## src/hw/id_pkg.sv

```systemverilog
// Shared definitions for the RV32I instruction decode stage
// Opcodes, field positions, operand selects and pipeline structs
package id_pkg;

  //////////////////////////////////////////////////////////////////////
  // Widths and encodings
  //////////////////////////////////////////////////////////////////////

  // Data, address and instruction word
  typedef logic [31:0] word_t;
  // Register file index
  typedef logic [4:0]  reg_addr_t;

  // Major opcodes of the kept instruction groups
  localparam logic [6:0] OPCODE_OP     = 7'h33;
  localparam logic [6:0] OPCODE_OPIMM  = 7'h13;
  localparam logic [6:0] OPCODE_LUI    = 7'h37;
  localparam logic [6:0] OPCODE_AUIPC  = 7'h17;
  localparam logic [6:0] OPCODE_JAL    = 7'h6f;
  localparam logic [6:0] OPCODE_JALR   = 7'h67;
  localparam logic [6:0] OPCODE_BRANCH = 7'h63;

  // Register fields inside the instruction word
  localparam int REG_S1_MSB = 19;
  localparam int REG_S1_LSB = 15;
  localparam int REG_S2_MSB = 24;
  localparam int REG_S2_LSB = 20;
  localparam int REG_D_MSB  = 11;
  localparam int REG_D_LSB  = 7;

  // Link increment for uncompressed jumps
  localparam word_t PC_INCR = 32'd4;

  // ALU operations, branch compares at the top
  typedef enum logic [3:0] {
    ALU_ADD, ALU_SUB, ALU_SLL, ALU_SLT, ALU_SLTU,
    ALU_XOR, ALU_SRL, ALU_SRA, ALU_OR,  ALU_AND,
    ALU_EQ,  ALU_NE,  ALU_LT,  ALU_GE,  ALU_LTU, ALU_GEU
  } alu_op_e;

  typedef enum logic [1:0] {OP_A_REGA_OR_FWD, OP_A_CURRPC, OP_A_ZERO, OP_A_NONE} op_a_sel_e;
  typedef enum logic [1:0] {OP_B_REGB_OR_FWD, OP_B_IMM, OP_B_NONE} op_b_sel_e;
  typedef enum logic [1:0] {OP_C_REGB_OR_FWD, OP_C_BCH, OP_C_NONE} op_c_sel_e;
  typedef enum logic [1:0] {IMMB_I, IMMB_U, IMMB_PCINCR} imm_b_sel_e;
  typedef enum logic [1:0] {SEL_REGFILE, SEL_FW_EX, SEL_FW_WB} fw_sel_e;
  typedef enum logic [1:0] {CT_NONE, CT_JAL, CT_JALR, CT_BRANCH} ctrl_transfer_e;

  //////////////////////////////////////////////////////////////////////
  // Pipeline structs
  //////////////////////////////////////////////////////////////////////

  typedef struct packed {
    logic  instr_valid;
    word_t pc;
    word_t instr;
  } if_id_pipe_t;

  // Forward selects from the hazard logic
  typedef struct packed {
    fw_sel_e operand_a_fw_sel;
    fw_sel_e operand_b_fw_sel;
  } ctrl_byp_t;

  typedef struct packed {
    alu_op_e        alu_operator;
    op_a_sel_e      op_a_sel;
    op_b_sel_e      op_b_sel;
    op_c_sel_e      op_c_sel;
    imm_b_sel_e     imm_b_sel;
    logic           rf_we;
    ctrl_transfer_e ctrl_transfer;
    logic           illegal_insn;
  } decode_t;

  typedef struct packed {
    word_t operand_a;
    word_t operand_b;
    word_t operand_c;
  } operands_t;

  typedef struct packed {
    logic      instr_valid;
    word_t     pc;
    word_t     instr;
    alu_op_e   alu_operator;
    word_t     alu_operand_a;
    word_t     alu_operand_b;
    word_t     operand_c;
    logic      rf_we;
    reg_addr_t rf_waddr;
    logic      branch_in_ex;
    logic      jump;
    logic      illegal_insn;
  } id_ex_pipe_t;

endpackage

```

## src/hw/id_decoder.sv

```systemverilog
// RV32I instruction decoder
// Maps opcode, funct3 and funct7 onto ALU operator, operand selects and flags
`timescale 1ns/1ns

module id_decoder (
  input  id_pkg::word_t   instr_i,
  output id_pkg::decode_t dec_o
);
  import id_pkg::*;

  logic [6:0] opcode;
  logic [2:0] funct3;
  logic [6:0] funct7;
  logic       illegal;

  assign opcode = instr_i[6:0];
  assign funct3 = instr_i[14:12];
  assign funct7 = instr_i[31:25];

  always_comb begin
    // Defaults describe an instruction that uses nothing
    dec_o.alu_operator  = ALU_ADD;
    dec_o.op_a_sel      = OP_A_NONE;
    dec_o.op_b_sel      = OP_B_NONE;
    dec_o.op_c_sel      = OP_C_NONE;
    dec_o.imm_b_sel     = IMMB_I;
    dec_o.rf_we         = 1'b0;
    dec_o.ctrl_transfer = CT_NONE;
    dec_o.illegal_insn  = 1'b0;
    illegal             = 1'b0;

    case (opcode)
      // Register-register ALU
      OPCODE_OP: begin
        dec_o.op_a_sel = OP_A_REGA_OR_FWD;
        dec_o.op_b_sel = OP_B_REGB_OR_FWD;
        dec_o.rf_we    = 1'b1;
        case ({funct7, funct3})
          {7'h00, 3'b000}: dec_o.alu_operator = ALU_ADD;
          {7'h20, 3'b000}: dec_o.alu_operator = ALU_SUB;
          {7'h00, 3'b001}: dec_o.alu_operator = ALU_SLL;
          {7'h00, 3'b010}: dec_o.alu_operator = ALU_SLT;
          {7'h00, 3'b011}: dec_o.alu_operator = ALU_SLTU;
          {7'h00, 3'b100}: dec_o.alu_operator = ALU_XOR;
          {7'h00, 3'b101}: dec_o.alu_operator = ALU_SRL;
          {7'h20, 3'b101}: dec_o.alu_operator = ALU_SRA;
          {7'h00, 3'b110}: dec_o.alu_operator = ALU_OR;
          {7'h00, 3'b111}: dec_o.alu_operator = ALU_AND;
          default:         illegal = 1'b1;
        endcase
      end

      // Register-immediate ALU, shifts keep funct7 inside the I immediate
      OPCODE_OPIMM: begin
        dec_o.op_a_sel  = OP_A_REGA_OR_FWD;
        dec_o.op_b_sel  = OP_B_IMM;
        dec_o.imm_b_sel = IMMB_I;
        dec_o.rf_we     = 1'b1;
        case (funct3)
          3'b000: dec_o.alu_operator = ALU_ADD;
          3'b010: dec_o.alu_operator = ALU_SLT;
          3'b011: dec_o.alu_operator = ALU_SLTU;
          3'b100: dec_o.alu_operator = ALU_XOR;
          3'b110: dec_o.alu_operator = ALU_OR;
          3'b111: dec_o.alu_operator = ALU_AND;
          3'b001: begin
            dec_o.alu_operator = ALU_SLL;
            illegal            = (funct7 != 7'h00);
          end
          default: begin
            // funct3 101 picks logical or arithmetic right shift
            dec_o.alu_operator = (funct7 == 7'h20) ? ALU_SRA : ALU_SRL;
            illegal            = (funct7 != 7'h00) && (funct7 != 7'h20);
          end
        endcase
      end

      // Upper immediate plus zero or PC
      OPCODE_LUI, OPCODE_AUIPC: begin
        dec_o.op_a_sel  = (opcode == OPCODE_LUI) ? OP_A_ZERO : OP_A_CURRPC;
        dec_o.op_b_sel  = OP_B_IMM;
        dec_o.imm_b_sel = IMMB_U;
        dec_o.rf_we     = 1'b1;
      end

      // Jumps compute the link value PC + 4 in the ALU
      OPCODE_JAL, OPCODE_JALR: begin
        dec_o.op_a_sel      = OP_A_CURRPC;
        dec_o.op_b_sel      = OP_B_IMM;
        dec_o.imm_b_sel     = IMMB_PCINCR;
        dec_o.rf_we         = 1'b1;
        dec_o.ctrl_transfer = (opcode == OPCODE_JAL) ? CT_JAL : CT_JALR;
        illegal             = (opcode == OPCODE_JALR) && (funct3 != 3'b000);
      end

      // Compare rs1 with rs2, target travels in operand C
      OPCODE_BRANCH: begin
        dec_o.op_a_sel      = OP_A_REGA_OR_FWD;
        dec_o.op_b_sel      = OP_B_REGB_OR_FWD;
        dec_o.op_c_sel      = OP_C_BCH;
        dec_o.ctrl_transfer = CT_BRANCH;
        case (funct3)
          3'b000:  dec_o.alu_operator = ALU_EQ;
          3'b001:  dec_o.alu_operator = ALU_NE;
          3'b100:  dec_o.alu_operator = ALU_LT;
          3'b101:  dec_o.alu_operator = ALU_GE;
          3'b110:  dec_o.alu_operator = ALU_LTU;
          3'b111:  dec_o.alu_operator = ALU_GEU;
          default: illegal = 1'b1;
        endcase
      end

      default: illegal = 1'b1;
    endcase

    // Illegal encodings fall back to a do-nothing instruction
    if (illegal) begin
      dec_o.alu_operator  = ALU_ADD;
      dec_o.op_a_sel      = OP_A_NONE;
      dec_o.op_b_sel      = OP_B_NONE;
      dec_o.op_c_sel      = OP_C_NONE;
      dec_o.imm_b_sel     = IMMB_I;
      dec_o.rf_we         = 1'b0;
      dec_o.ctrl_transfer = CT_NONE;
      dec_o.illegal_insn  = 1'b1;
    end
  end

endmodule

```

## src/hw/id_ex_register.sv

```systemverilog
// ID/EX pipeline register with the stage valid/ready handshake
// Merges decoder and operand unit results into the EX pipe
`timescale 1ns/1ns

module id_ex_register (
  input  logic                clk,
  input  logic                rst_n,
  input  id_pkg::decode_t     dec_i,
  input  id_pkg::operands_t   ops_i,
  input  id_pkg::if_id_pipe_t if_id_i,
  input  id_pkg::reg_addr_t   rd_i,
  input  logic                kill_id_i,
  input  logic                ex_ready_i,
  output logic                id_ready_o,
  output id_pkg::id_ex_pipe_t pipe_o
);
  import id_pkg::*;

  logic id_valid;
  logic transfer;

  // Item offered unless killed
  assign id_valid   = if_id_i.instr_valid && !kill_id_i;
  assign transfer   = id_valid && ex_ready_i;
  // A kill drops the item, so ID can always take the next one
  assign id_ready_o = kill_id_i || ex_ready_i;

  always_ff @(posedge clk or negedge rst_n) begin
    if (!rst_n) begin
      pipe_o <= '0;
    end else if (transfer) begin
      pipe_o.instr_valid  <= 1'b1;
      pipe_o.pc           <= if_id_i.pc;
      pipe_o.instr        <= if_id_i.instr;
      pipe_o.alu_operator <= dec_i.alu_operator;

      // Operands only load when used
      if (dec_i.op_a_sel != OP_A_NONE) begin
        pipe_o.alu_operand_a <= ops_i.operand_a;
      end
      if (dec_i.op_b_sel != OP_B_NONE) begin
        pipe_o.alu_operand_b <= ops_i.operand_b;
      end
      if (dec_i.op_c_sel != OP_C_NONE) begin
        pipe_o.operand_c <= ops_i.operand_c;
      end

      pipe_o.rf_we <= dec_i.rf_we;
      if (dec_i.rf_we) begin
        pipe_o.rf_waddr <= rd_i;
      end

      // Control transfer kind for EX
      pipe_o.jump         <= (dec_i.ctrl_transfer == CT_JAL) ||
                             (dec_i.ctrl_transfer == CT_JALR);
      pipe_o.branch_in_ex <= (dec_i.ctrl_transfer == CT_BRANCH);
      pipe_o.illegal_insn <= dec_i.illegal_insn;
    end else if (ex_ready_i) begin
      // Bubble into EX
      pipe_o.instr_valid <= 1'b0;
    end
  end

endmodule

```

## src/hw/id_operand_unit.sv

```systemverilog
// Operand unit of the decode stage
// Immediates, forwarding muxes, operands A/B/C and jump target
`timescale 1ns/1ns

module id_operand_unit (
  input  id_pkg::decode_t   dec_i,
  input  id_pkg::word_t     instr_i,
  input  id_pkg::word_t     pc_i,
  input  id_pkg::ctrl_byp_t byp_i,
  input  id_pkg::word_t     rf_rdata_a_i,
  input  id_pkg::word_t     rf_rdata_b_i,
  input  id_pkg::word_t     rf_wdata_ex_i,
  input  id_pkg::word_t     rf_wdata_wb_i,
  output id_pkg::operands_t ops_o,
  output id_pkg::word_t     jmp_target_o
);
  import id_pkg::*;

  word_t imm_i_type;
  word_t imm_u_type;
  word_t imm_sb_type;
  word_t imm_uj_type;
  word_t imm_b;
  word_t operand_a_fw;
  word_t operand_b_fw;
  word_t bch_target;
  word_t jalr_sum;

  //////////////////////////////////////////////////////////////////////
  // Immediates
  //////////////////////////////////////////////////////////////////////

  // Sign bit is always instr[31]
  assign imm_i_type  = {{20{instr_i[31]}}, instr_i[31:20]};
  assign imm_u_type  = {instr_i[31:12], 12'b0};
  assign imm_sb_type = {{19{instr_i[31]}}, instr_i[31], instr_i[7],
                        instr_i[30:25], instr_i[11:8], 1'b0};
  assign imm_uj_type = {{12{instr_i[31]}}, instr_i[19:12], instr_i[20],
                        instr_i[30:21], 1'b0};

  always_comb begin
    case (dec_i.imm_b_sel)
      IMMB_U:      imm_b = imm_u_type;
      IMMB_PCINCR: imm_b = PC_INCR;
      default:     imm_b = imm_i_type;
    endcase
  end

  //////////////////////////////////////////////////////////////////////
  // Forwarding
  //////////////////////////////////////////////////////////////////////

  // rs1 path, also used by JALR
  always_comb begin
    case (byp_i.operand_a_fw_sel)
      SEL_FW_EX: operand_a_fw = rf_wdata_ex_i;
      SEL_FW_WB: operand_a_fw = rf_wdata_wb_i;
      default:   operand_a_fw = rf_rdata_a_i;
    endcase
  end

  // rs2 path
  always_comb begin
    case (byp_i.operand_b_fw_sel)
      SEL_FW_EX: operand_b_fw = rf_wdata_ex_i;
      SEL_FW_WB: operand_b_fw = rf_wdata_wb_i;
      default:   operand_b_fw = rf_rdata_b_i;
    endcase
  end

  //////////////////////////////////////////////////////////////////////
  // Operand muxes and targets
  //////////////////////////////////////////////////////////////////////

  assign bch_target = pc_i + imm_sb_type;
  assign jalr_sum   = operand_a_fw + imm_i_type;

  always_comb begin
    case (dec_i.op_a_sel)
      OP_A_CURRPC: ops_o.operand_a = pc_i;
      OP_A_ZERO:   ops_o.operand_a = '0;
      default:     ops_o.operand_a = operand_a_fw;
    endcase
    // NONE selects fall through to the register path and are not loaded
    ops_o.operand_b = (dec_i.op_b_sel == OP_B_IMM) ? imm_b : operand_b_fw;
    ops_o.operand_c = (dec_i.op_c_sel == OP_C_BCH) ? bch_target : operand_b_fw;
  end

  // JALR clears bit 0 of the sum
  always_comb begin
    case (dec_i.ctrl_transfer)
      CT_JAL:  jmp_target_o = pc_i + imm_uj_type;
      CT_JALR: jmp_target_o = {jalr_sum[31:1], 1'b0};
      default: jmp_target_o = bch_target;
    endcase
  end

endmodule

```

## src/hw/id_stage.sv

```systemverilog
// RV32I instruction decode stage top level
// Decoder and operand unit side by side, feeding the ID/EX register
`timescale 1ns/1ns

module id_stage (
  input  logic                clk,
  input  logic                rst_n,
  input  id_pkg::if_id_pipe_t if_id_pipe_i,
  input  id_pkg::ctrl_byp_t   ctrl_byp_i,
  input  id_pkg::word_t       rf_rdata_a_i,
  input  id_pkg::word_t       rf_rdata_b_i,
  input  id_pkg::word_t       rf_wdata_ex_i,
  input  id_pkg::word_t       rf_wdata_wb_i,
  input  logic                kill_id_i,
  input  logic                ex_ready_i,
  output id_pkg::reg_addr_t   rf_raddr_a_o,
  output id_pkg::reg_addr_t   rf_raddr_b_o,
  output id_pkg::word_t       jmp_target_o,
  output logic                id_ready_o,
  output id_pkg::id_ex_pipe_t id_ex_pipe_o
);
  import id_pkg::*;

  decode_t   dec;
  operands_t ops;
  reg_addr_t rd;

  // Register fields
  assign rf_raddr_a_o = if_id_pipe_i.instr[REG_S1_MSB:REG_S1_LSB];
  assign rf_raddr_b_o = if_id_pipe_i.instr[REG_S2_MSB:REG_S2_LSB];
  assign rd           = if_id_pipe_i.instr[REG_D_MSB:REG_D_LSB];

  id_decoder i_decoder (
    .instr_i (if_id_pipe_i.instr),
    .dec_o   (dec)
  );

  id_operand_unit i_operand_unit (
    .dec_i         (dec),
    .instr_i       (if_id_pipe_i.instr),
    .pc_i          (if_id_pipe_i.pc),
    .byp_i         (ctrl_byp_i),
    .rf_rdata_a_i  (rf_rdata_a_i),
    .rf_rdata_b_i  (rf_rdata_b_i),
    .rf_wdata_ex_i (rf_wdata_ex_i),
    .rf_wdata_wb_i (rf_wdata_wb_i),
    .ops_o         (ops),
    .jmp_target_o  (jmp_target_o)
  );

  id_ex_register i_id_ex_register (
    .clk        (clk),
    .rst_n      (rst_n),
    .dec_i      (dec),
    .ops_i      (ops),
    .if_id_i    (if_id_pipe_i),
    .rd_i       (rd),
    .kill_id_i  (kill_id_i),
    .ex_ready_i (ex_ready_i),
    .id_ready_o (id_ready_o),
    .pipe_o     (id_ex_pipe_o)
  );

endmodule

```

## config.mk

```make
export PLATFORM = sky130hd
export DESIGN_NAME = id_stage
export DESIGN_NICKNAME = d
export VERILOG_FILES = /design/src/hw/id_pkg.sv /design/src/hw/id_decoder.sv /design/src/hw/id_ex_register.sv /design/src/hw/id_operand_unit.sv /design/src/hw/id_stage.sv
export SDC_FILE = /design/constraint.sdc
export NUM_CORES = 1
export LEC_CHECK = 0
export ABC_AREA = 1
export BUFFER_PORTS_ARGS = -buffer_cell sky130_fd_sc_hd__buf_2
export CAP_MARGIN = 20
export CORE_ASPECT_RATIO = 0.9
export CORE_UTILIZATION = 59
export CTS_CLUSTER_SIZE = 25
export DETAILED_ROUTE_END_ITERATION = 6
export PLACE_DENSITY = 0.86
export SETUP_SLACK_MARGIN = 0.15
export SYNTH_ARGS = -nofsm -noshare
export SYNTH_HDL_FRONTEND = slang
export SYNTH_HIERARCHICAL = 1
export SYNTH_SLANG_ARGS = --single-unit
```

## constraint.sdc

```tcl
create_clock -name clk -period 6.55 [get_ports clk]
set_input_delay 0.655 -clock clk [delete_from_list [all_inputs] [get_ports clk]]
set_output_delay 0.655 -clock clk [all_outputs]
set_load 0.03 [all_outputs]
```

Yosys cells after proc, flatten, opt, wreduce, memory -nomap -nowiden
Cells that the tools add are included.

Register bits: 174. Input port bits: 201. Output and inout bits: 217. Logic and storage cells: 105.

Add/sub/neg operators: 3. Equal/unequal tests: 41. Mux-type cells: 26. Reduce and logical (&&, ||, !) cells: 23.

Operators by type and width (count): 32-bit one-hot mux with 2 select lines (5); 32-bit adder (3); 32-bit two-way mux (2); 10-bit by 3-bit equality test with 1-bit output, second input constant (4); 4-bit one-hot mux with 9 select lines (1); 4-bit one-hot mux with 7 select lines (1); 4-bit one-hot mux with 6 select lines (1); 7-bit by 6-bit equality test with 1-bit output, second input constant (3); 7-bit equality test, second input constant (3); 10-bit by 2-bit equality test with 1-bit output, second input constant (2); 10-bit by 9-bit equality test with 1-bit output, second input constant (2); 6-bit OR reduction (3); 16-bit two-way mux (1); 4-bit one-hot mux with 4 select lines (1); 2-bit by 1-bit equality test with 1-bit output, second input constant (7); 7-bit by 5-bit equality test with 1-bit output, second input constant (2); 2-bit equality test, second input constant (6); 3-bit equality test, second input constant (4); 4-bit one-hot mux with 3 select lines (1); 10-bit by 1-bit equality test with 1-bit output, second input constant (1); 10-bit logical NOT (1); 10-bit OR reduction (1); 2-bit one-hot mux with 2 select lines (2); 2-bit AND reduction (4); other kinds (16) (32).

Longest topological paths before layout
Gate-level depths: netlist of run 1.

Depth after elaboration: 8. Mapped depth: 22. Mapped depth without buffers: 22.

By module
The synthesis of run 1 kept the hierarchy.

By module, submodules not included: id_operand_unit (times used 1, cells each 1511, area an instance 8089.0 um^2, seq. area each 0.0 um^2); id_ex_register (times used 1, cells each 752, area an instance 6826.5 um^2, seq. area each 4354.2 um^2); id_decoder (times used 1, cells each 145, area an instance 678.2 um^2, seq. area each 0.0 um^2); id_stage (times used 1, cells each 10, area an instance 75.1 um^2, seq. area each 0.0 um^2).

Worst setup path before layout of run 1
OpenSTA, ideal clock, no wires.

Path type: input -> output. Start: input port ctrl_byp_i[2] in the netlist's numbering. End: output port jmp_target_o[12]. Data arrival time: 3.310 ns. Data required time: 5.895 ns. Setup slack: 2.585 ns. Stages: 14. Buffers on the path: 1. Cells stage by stage: inv_1 > ha_1 > clkbuf_1 > a221o_1 > o21ai_0 > inv_1 > ha_1 > a21oi_1 > o21ai_0 > a21oi_1 > o21ai_1 > a21oi_1 > o21ai_0 > a31oi_1.

Longest elaborated chain between the ends: 4. Elaborated cells on any way between the ends: 5. Those cells by class: 1 x add/sub; 2 x eq/ne; 2 x mux.

RTL lines: start, declared (line id_stage.sv:9) `input id_pkg::ctrl_byp_t ctrl_byp_i,`; 2-bit equality test / 2-bit by 1-bit equality test with 1-bit output (equally long branches) (line id_operand_unit.sv:55) `case (byp_i.operand_a_fw_sel)`; 32-bit one-hot mux with 2 select lines * (line id_operand_unit.sv:55); 32-bit adder * (line id_operand_unit.sv:76) `assign jalr_sum = operand_a_fw + imm_i_type;`; 32-bit one-hot mux with 2 select lines * (line id_operand_unit.sv:91) `case (dec_i.ctrl_transfer)`; end, declared (line id_stage.sv:18) `output id_pkg::word_t jmp_target_o,`.

Mark *: on every way between the ends. The rest lies on a longest branch, timed or not.

==> results.py, run 1 <==
metrics = {
    "layout": {
        "nets": 3057,
        "regMostFlops": "i_id_ex_register/pipe_o",
        "final_cell_mix": "nand2_1 (802), buf_2 (416), nand3_1 (251), o21ai_0 (197)",
        "largest_reg_flops": 174,
        "antennaDiodeCount": 0,
        "area_delta_synth_final_pct": 18.1,
        "largestRegisters": "i_id_ex_register/pipe_o x174",
        "final_common_cell": "nand2_1",
        "fill_cells": 2272,
        "drive_gt1_frac": 0.192,
    },
    "worst_setup_path": {
        "cp-startpoint": "if_id_pipe_i[14]",
        "path_common_cell": "inv_1",
        "cp-endpoint": "jmp_target_o[17]",
        "arrival_ns": 4.69,
        "max_stage_delay_ns": 0.98,
        "start_kind": "primary input",
        "worst_path_max_delay_cell": "inv_1",
        "path_class": "primary input to primary output",
        "cp_num_buf_inv": 7,
        "worstReg2RegEnd": "i_id_ex_register/pipe_o[173]$_DFFE_PN0P_",
        "setup.worst_path.end_class": "primary output",
        "ff2ff_setup_slack_ns": 5.84,
        "worst-path-max-fanout": 32,
        "r2r_cells": 2,
        "r2r_start": "i_id_ex_register/pipe_o[173]$_DFFE_PN0P_",
        "path_depth": 13,
        "path_cells": "buf_2, inv_2, ha_1, nor3_1, inv_1, o21ai_0, inv_1, ha_1, inv_1, buf_4, nor2_1, nor2_1, buf_2",
        "crit_required_ns": 5.89,
        "critical-path-top-delay-family": "buffers and inverters",
    },
    "synthesis": {
        "synthCells": 2418,
        "avgSynthCellArea_um2": 6.48,
        "synthFlopType": "dfrtp_1",
        "yosysSeqAreaShare": 0.278,
        "syn_nets": 2713,
        "async_flop_share": 1.00,
        "ys_warn_count": 6,
        "synth_cell_types": 46,
        "synth_edf_count": 0,
        "syn_area_mm2": 0.0157,
        "synth.ff_latch_count": 174,
    },
    "die": {
        "start_util": 0.601,
        "io_pins": 418,
        "die_area_mm2": 0.0272,
        "die_w_um": 174,
        "die_h_um": 157,
        "fp-row-count": 56,
        "core_area_mm2": 0.0261,
    },
    "worst_hold_path": {
        "hold_path_class": "primary input to async pin",
    },
    "flow_run": {
        "cap_viol_max_count": 0,
    },
    "clocking": {
        "numCtsBuffers": 17,
        "cts_hold_buf": 0,
        "clockBufferDepth": 2,
        "cts_resized": 0,
        "cts_tree": "built",
        "htree_num_levels": 4,
        "clk_root_buffer_cell": "clkbuf_16",
        "post-cts-setup-buffer-count": 0,
        "clk_transition_reported_paths_ns": 0.08,
        "clock_sinks": 174,
        "worstSkewPairLatency_ns": 0.43,
    },
    "power_and_ir_drop": {
        "vdd_drop_max_mv": 0.161,
        "p_sw_uw": 2050,
        "power_leakage_uw": 0.00997,
        "switching_share": 0.469,
        "p_seq_frac": 0.302,
        "internal-power_uw": 2320,
        "clockPowerShare": 0.248,
        "powerDensity_mw_per_mm2": 236,
        "combPwrFrac": 0.450,
    },
    "timing": {
        "fin_ws_ns": 1.21,
        "timing.slew.headroom": 0.232,
        "period_minus_slack_ns": 5.34,
        "finalMaxSlewViolations": 0,
        "finalCritPeriodShare": 0.816,
        "tightestPinTransition_ns": 1.15,
        "hold_violations": 0,
        "setup_viol": 0,
        "fin_setup_tns_ns": 0,
        "rsz0062_at_grt": "false",
        "fmax_ghz": 0.187,
        "clock_skew_ns": 0,
    },
    "global_route": {
        "first_global_vias": 17700,
        "grt_util_all_layers": 0.498,
        "grt_max_degree": 105,
        "antenna_found_initial": 0,
        "gr-total-overflow": 0,
        "grt_pass1_wl_mm": 103,
    },
    "routing": {
        "vias_per_cell": 6.45,
        "wl_per_cell_um": 22.6,
        "drc_errors": 82,
        "ant_nets": 0,
        "dr.first_iter.drc_count": 3211,
        "vias": 20100,
        "routed_wl_mm": 70.7,
        "drt_pass1_iterations": 7,
    },
    "outcome": {
        "violations": "DRC",
        "outcome": "complete, but fails checks",
    },
    "place": {
        "gp_congestion": 1.16,
        "port_buffers": 417,
        "dp_hpwl_mm": 54.3,
        "dp_slack_ns": 1.38,
    },
}
==> how the worst min path moves through the flow <==
stage               cells after the start                                        to  slack [ns]
floorplan                               0    i_id_ex_register/pipe_o[0]$_DFFE_PN0P_        0.36
global placement                        2  i_id_ex_register/pipe_o[145]$_DFFE_PN0P_        0.45
detailed placement                      2   i_id_ex_register/pipe_o[59]$_DFFE_PN0P_        0.45
CTS                                     1   i_id_ex_register/pipe_o[50]$_DFFE_PN0P_        0.36
global route                            1   i_id_ex_register/pipe_o[42]$_DFFE_PN0P_        0.41
finish                                  1   i_id_ex_register/pipe_o[50]$_DFFE_PN0P_        0.33
==> per-stage QoR <==
stage,area [µm²],hold slack (ns),cells,util,total power (µW)
floorplan,15700,0.359,2418,-,2540
global placement,17700,0.448,3082,0.679,3160
detailed placement,17700,0.453,3082,0.679,3200
CTS,18300,0.362,3114,0.702,4270
global route,18500,0.410,3123,0.710,4530
finish,18500,0.327,3123,0.710,4370
==> cells in the mapped netlist (15+ instances only) <==
cell type | n | area [µm²]
dfrtp_1 | 174 | 4350
o21ai_0 | 197 | 986
a221o_1 | 62 | 621
nor3_1 | 17 | 85.1
nand4_1 | 18 | 113
a31oi_1 | 19 | 119
buf_2 | 25 | 125
nand3_1 | 251 | 1260
clkbuf_1 | 61 | 229
xor2_1 | 21 | 184
o21ai_1 | 26 | 130
nand2_1 | 802 | 3010
nor2_1 | 171 | 642
buf_6 | 15 | 169
inv_1 | 174 | 653
ha_1 | 91 | 1140
a22oi_1 | 21 | 158
a21oi_1 | 134 | 671
==> logic make-up (layout without fill, tap and decap cells) <==
kind of cell | Yosys count | in the layout | synth area share
and+or+nand+nor | 1312 | 1312 | 0.351
AOI/OAI and AO/OA | 505 | 505 | 0.194
buffers and inverters | 308 | 665 | 0.0870
DFF | 174 | 174 | 0.278
adders and majority gates | 94 | 94 | 0.0765
xor gates and xnor gates | 24 | 24 | 0.0134
muxes | 1 | 1 | 0.000639
==> worst reg2reg max path: cells and delay by family, from the launching register on <==
kind | cells | cell delay [ns]
flip-flops | 1 | 0.40
buffers and inverters | 1 | 0.07
AO/OA/AOI/OAI | 1 | 0.09
==> power groups by stage <==
stage	Clock, µW	Sequential [µW]	Combinational, µW
floorplan	0	1630	909
global placement	0	1320	1840
detailed placement	0	1330	1880
CTS	1080	1310	1890
global route	1120	1330	2080
finish	1080	1320	1970
==> final cells by class <==
cell class / instances / area [µm²] / share of cell area
Sequential cell: 174 / 4350 / 0.235
Inverter: 189 / 709 / 0.0384
Clock inverter: 14 / 174 / 0.00940
Clock buffer: 18 / 429 / 0.0232
Timing Repair Buffer: 444 / 2430 / 0.131
Tap cell: 348 / 435 / 0.0235
Multi-Input combinational cell: 1936 / 9960 / 0.539
==> routing by layer <==
layer  GRT usage  wire, µm
met1       0.632     25500
met2       0.721     28800
met3       0.147     10200
met4       0.359      6200
met5           0         0
Power figures use the tool's default switching activity.
==> run 2, diff against run 1 <==
Settings changed: CORE_UTILIZATION 59 to 49, PLACE_DENSITY 0.86 to 0.76.
Clock period 6.55 ns to 4.4 ns, I/O delays scaled along.
==> results.py, run 2 (synthesis results as in run 1) <==
metrics = {
    "routing": {
        "vias": 19600,
        "dr.first_iter.drc_count": 2482,
        "drc_errors": 0,
        "drt_pass1_iterations": 7,
        "ant_nets": 0,
        "vias_per_cell": 6.11,
        "wl_per_cell_um": 22.9,
        "routed_wl_mm": 73.4,
    },
    "power_and_ir_drop": {
        "vdd_drop_max_mv": 0.420,
        "powerDensity_mw_per_mm2": 350,
        "power_leakage_uw": 0.0101,
    },
    "worst_setup_path": {
        "r2r_start": "i_id_ex_register/pipe_o[77]$_DFFE_PN0P_",
        "max_stage_delay_ns": 0.38,
        "critical-path-top-delay-family": "compound AO/OA/AOI/OAI gates",
        "arrival_ns": 3.71,
        "worstReg2RegEnd": "i_id_ex_register/pipe_o[77]$_DFFE_PN0P_",
        "worst-path-max-fanout": 14,
        "start_kind": "primary input",
        "crit_required_ns": 3.96,
        "path_class": "primary input to primary output",
        "path_common_cell": "nand2_1",
        "cp_num_buf_inv": 5,
        "path_cells": "buf_2, inv_1, ha_1, buf_4, a221o_1, o21ai_0, inv_1, ha_1, nand2_1, o21ai_0, a21oi_1, o21ai_1, nand2_1, nand3_1, nand3_1, nand2_1, nand2_1, nand2_1, buf_2",
        "ff2ff_setup_slack_ns": 3.69,
        "worst_path_max_delay_cell": "ha_1",
        "setup.worst_path.end_class": "primary output",
        "r2r_cells": 2,
    },
    "die": {
        "die_area_mm2": 0.0327,
        "die_w_um": 190,
        "fp-row-count": 61,
        "die_h_um": 172,
        "core_area_mm2": 0.0311,
        "io_pins": 418,
        "start_util": 0.503,
    },
    "place": {
        "postPlaceCellArea_mm2": 0.0181,
        "dp_slack_ns": 0.277,
        "port_buffers": 417,
        "dp_hpwl_mm": 58.2,
        "gp_congestion": 1.06,
    },
    "layout": {
        "final_area_mm2": 0.0188,
        "drive_gt1_frac": 0.201,
        "regMostFlops": "i_id_ex_register/pipe_o",
        "area_delta_synth_final_pct": 19.7,
        "final_common_cell": "nand2_1",
        "final_util": 0.602,
        "largest_reg_flops": 174,
        "nets": 3077,
        "final_cell_mix": "nand2_1 (800), buf_2 (415), nand3_1 (251), o21ai_0 (196)",
        "largestRegisters": "i_id_ex_register/pipe_o x174",
    },
    "timing": {
        "fin_setup_tns_ns": 0,
        "setup_viol": 0,
        "fmax_ghz": 0.241,
        "rsz0062_at_grt": "true",
        "hold_violations": 0,
        "period_minus_slack_ns": 4.15,
        "tightestPinTransition_ns": 1.04,
        "finalMaxSlewViolations": 0,
        "hold_ws_ns": 0.0147,
        "fin_ws_ns": 0.250,
        "timing.slew.headroom": 0.302,
        "clock_skew_ns": 0,
        "finalCritPeriodShare": 0.943,
    },
    "clocking": {
        "clock_sinks": 174,
        "cts_tree": "built",
        "clk_transition_reported_paths_ns": 0.07,
        "numCtsBuffers": 17,
        "htree_num_levels": 4,
        "post-cts-setup-buffer-count": 0,
        "clockBufferDepth": 2,
        "cts_hold_buf": 0,
        "clk_root_buffer_cell": "clkbuf_16",
        "worstSkewPairLatency_ns": 0.46,
    },
    "flow_run": {
        "cap_viol_max_count": 0,
    },
    "global_route": {
        "grt_max_degree": 102,
        "gr-total-overflow": 0,
        "antenna_found_initial": 3,
        "grt_pass1_wl_mm": 106,
        "first_global_vias": 17500,
        "grt_util_all_layers": 0.436,
    },
    "worst_hold_path": {
        "hold_path_class": "primary input to async pin",
    },
    "outcome": {
        "outcome": "completed",
    },
}
-- run 2: changes by cell type in the layout (fill, tap and decap cells not counted), moves of 3 or more --
cell and delta:
buf_4 +24, a21oi_2 +4, diode_2 +3, buf_16 -4, buf_8 -3, a21oi_1 -4
buf_12 +4
-- run 2: how the worst max path moves through the flow --
stage	start	end	slack [ns]	cells past startpoint
2_1_floorplan	ctrl_byp_i[2]	jmp_target_o[12]	0.86	14
3_3_place_gp	ctrl_byp_i[2]	jmp_target_o[14]	0.30	16
3_5_place_dp	ctrl_byp_i[2]	jmp_target_o[27]	0.28	19
4_1_cts	ctrl_byp_i[2]	jmp_target_o[27]	0.26	19
5_1_grt	ctrl_byp_i[2]	jmp_target_o[27]	0.09	23
6_report	ctrl_byp_i[2]	jmp_target_o[28]	0.25	19
-- run 2: metrics by stage --
step | instances | total power [µW]
6_report | 3207 | 6560
5_1_grt | 3204 | 6830
3_3_place_gp | 3170 | 4790
3_5_place_dp | 3172 | 4830
4_1_cts | 3204 | 6470
2_1_floorplan | 2418 | 3780
-- run 2: area by class of cell --
type	count	area [µm²]
Fill cell	3057	12400
Multi-Input combinational cell	1936	10000
Sequential cell	174	4350
Timing Repair Buffer	464	2530
Inverter	189	712
Tap cell	409	512
Clock buffer	17	425
Clock inverter	15	196
Antenna cell	3	7.51
-- run 2: routing by layer --
layer  track usage  routed length [µm]
met1         0.562               28900
met2         0.671               31500
met3         0.111                8590
met4         0.229                4370
met5             0                  12
-- run 2: power by group --
| group | internal, µW | switching, µW |
|---|---|---|
| registers | 1820 | 150 |
| clock network | 824 | 821 |
| logic | 827 | 2110 |
-- run 2: repair_timing --
action | in CTS | in global routing
resized for setup | 0 | 15
endpoints found under the hold margin | 0 | 0
setup endpoints to repair | 0 | 8
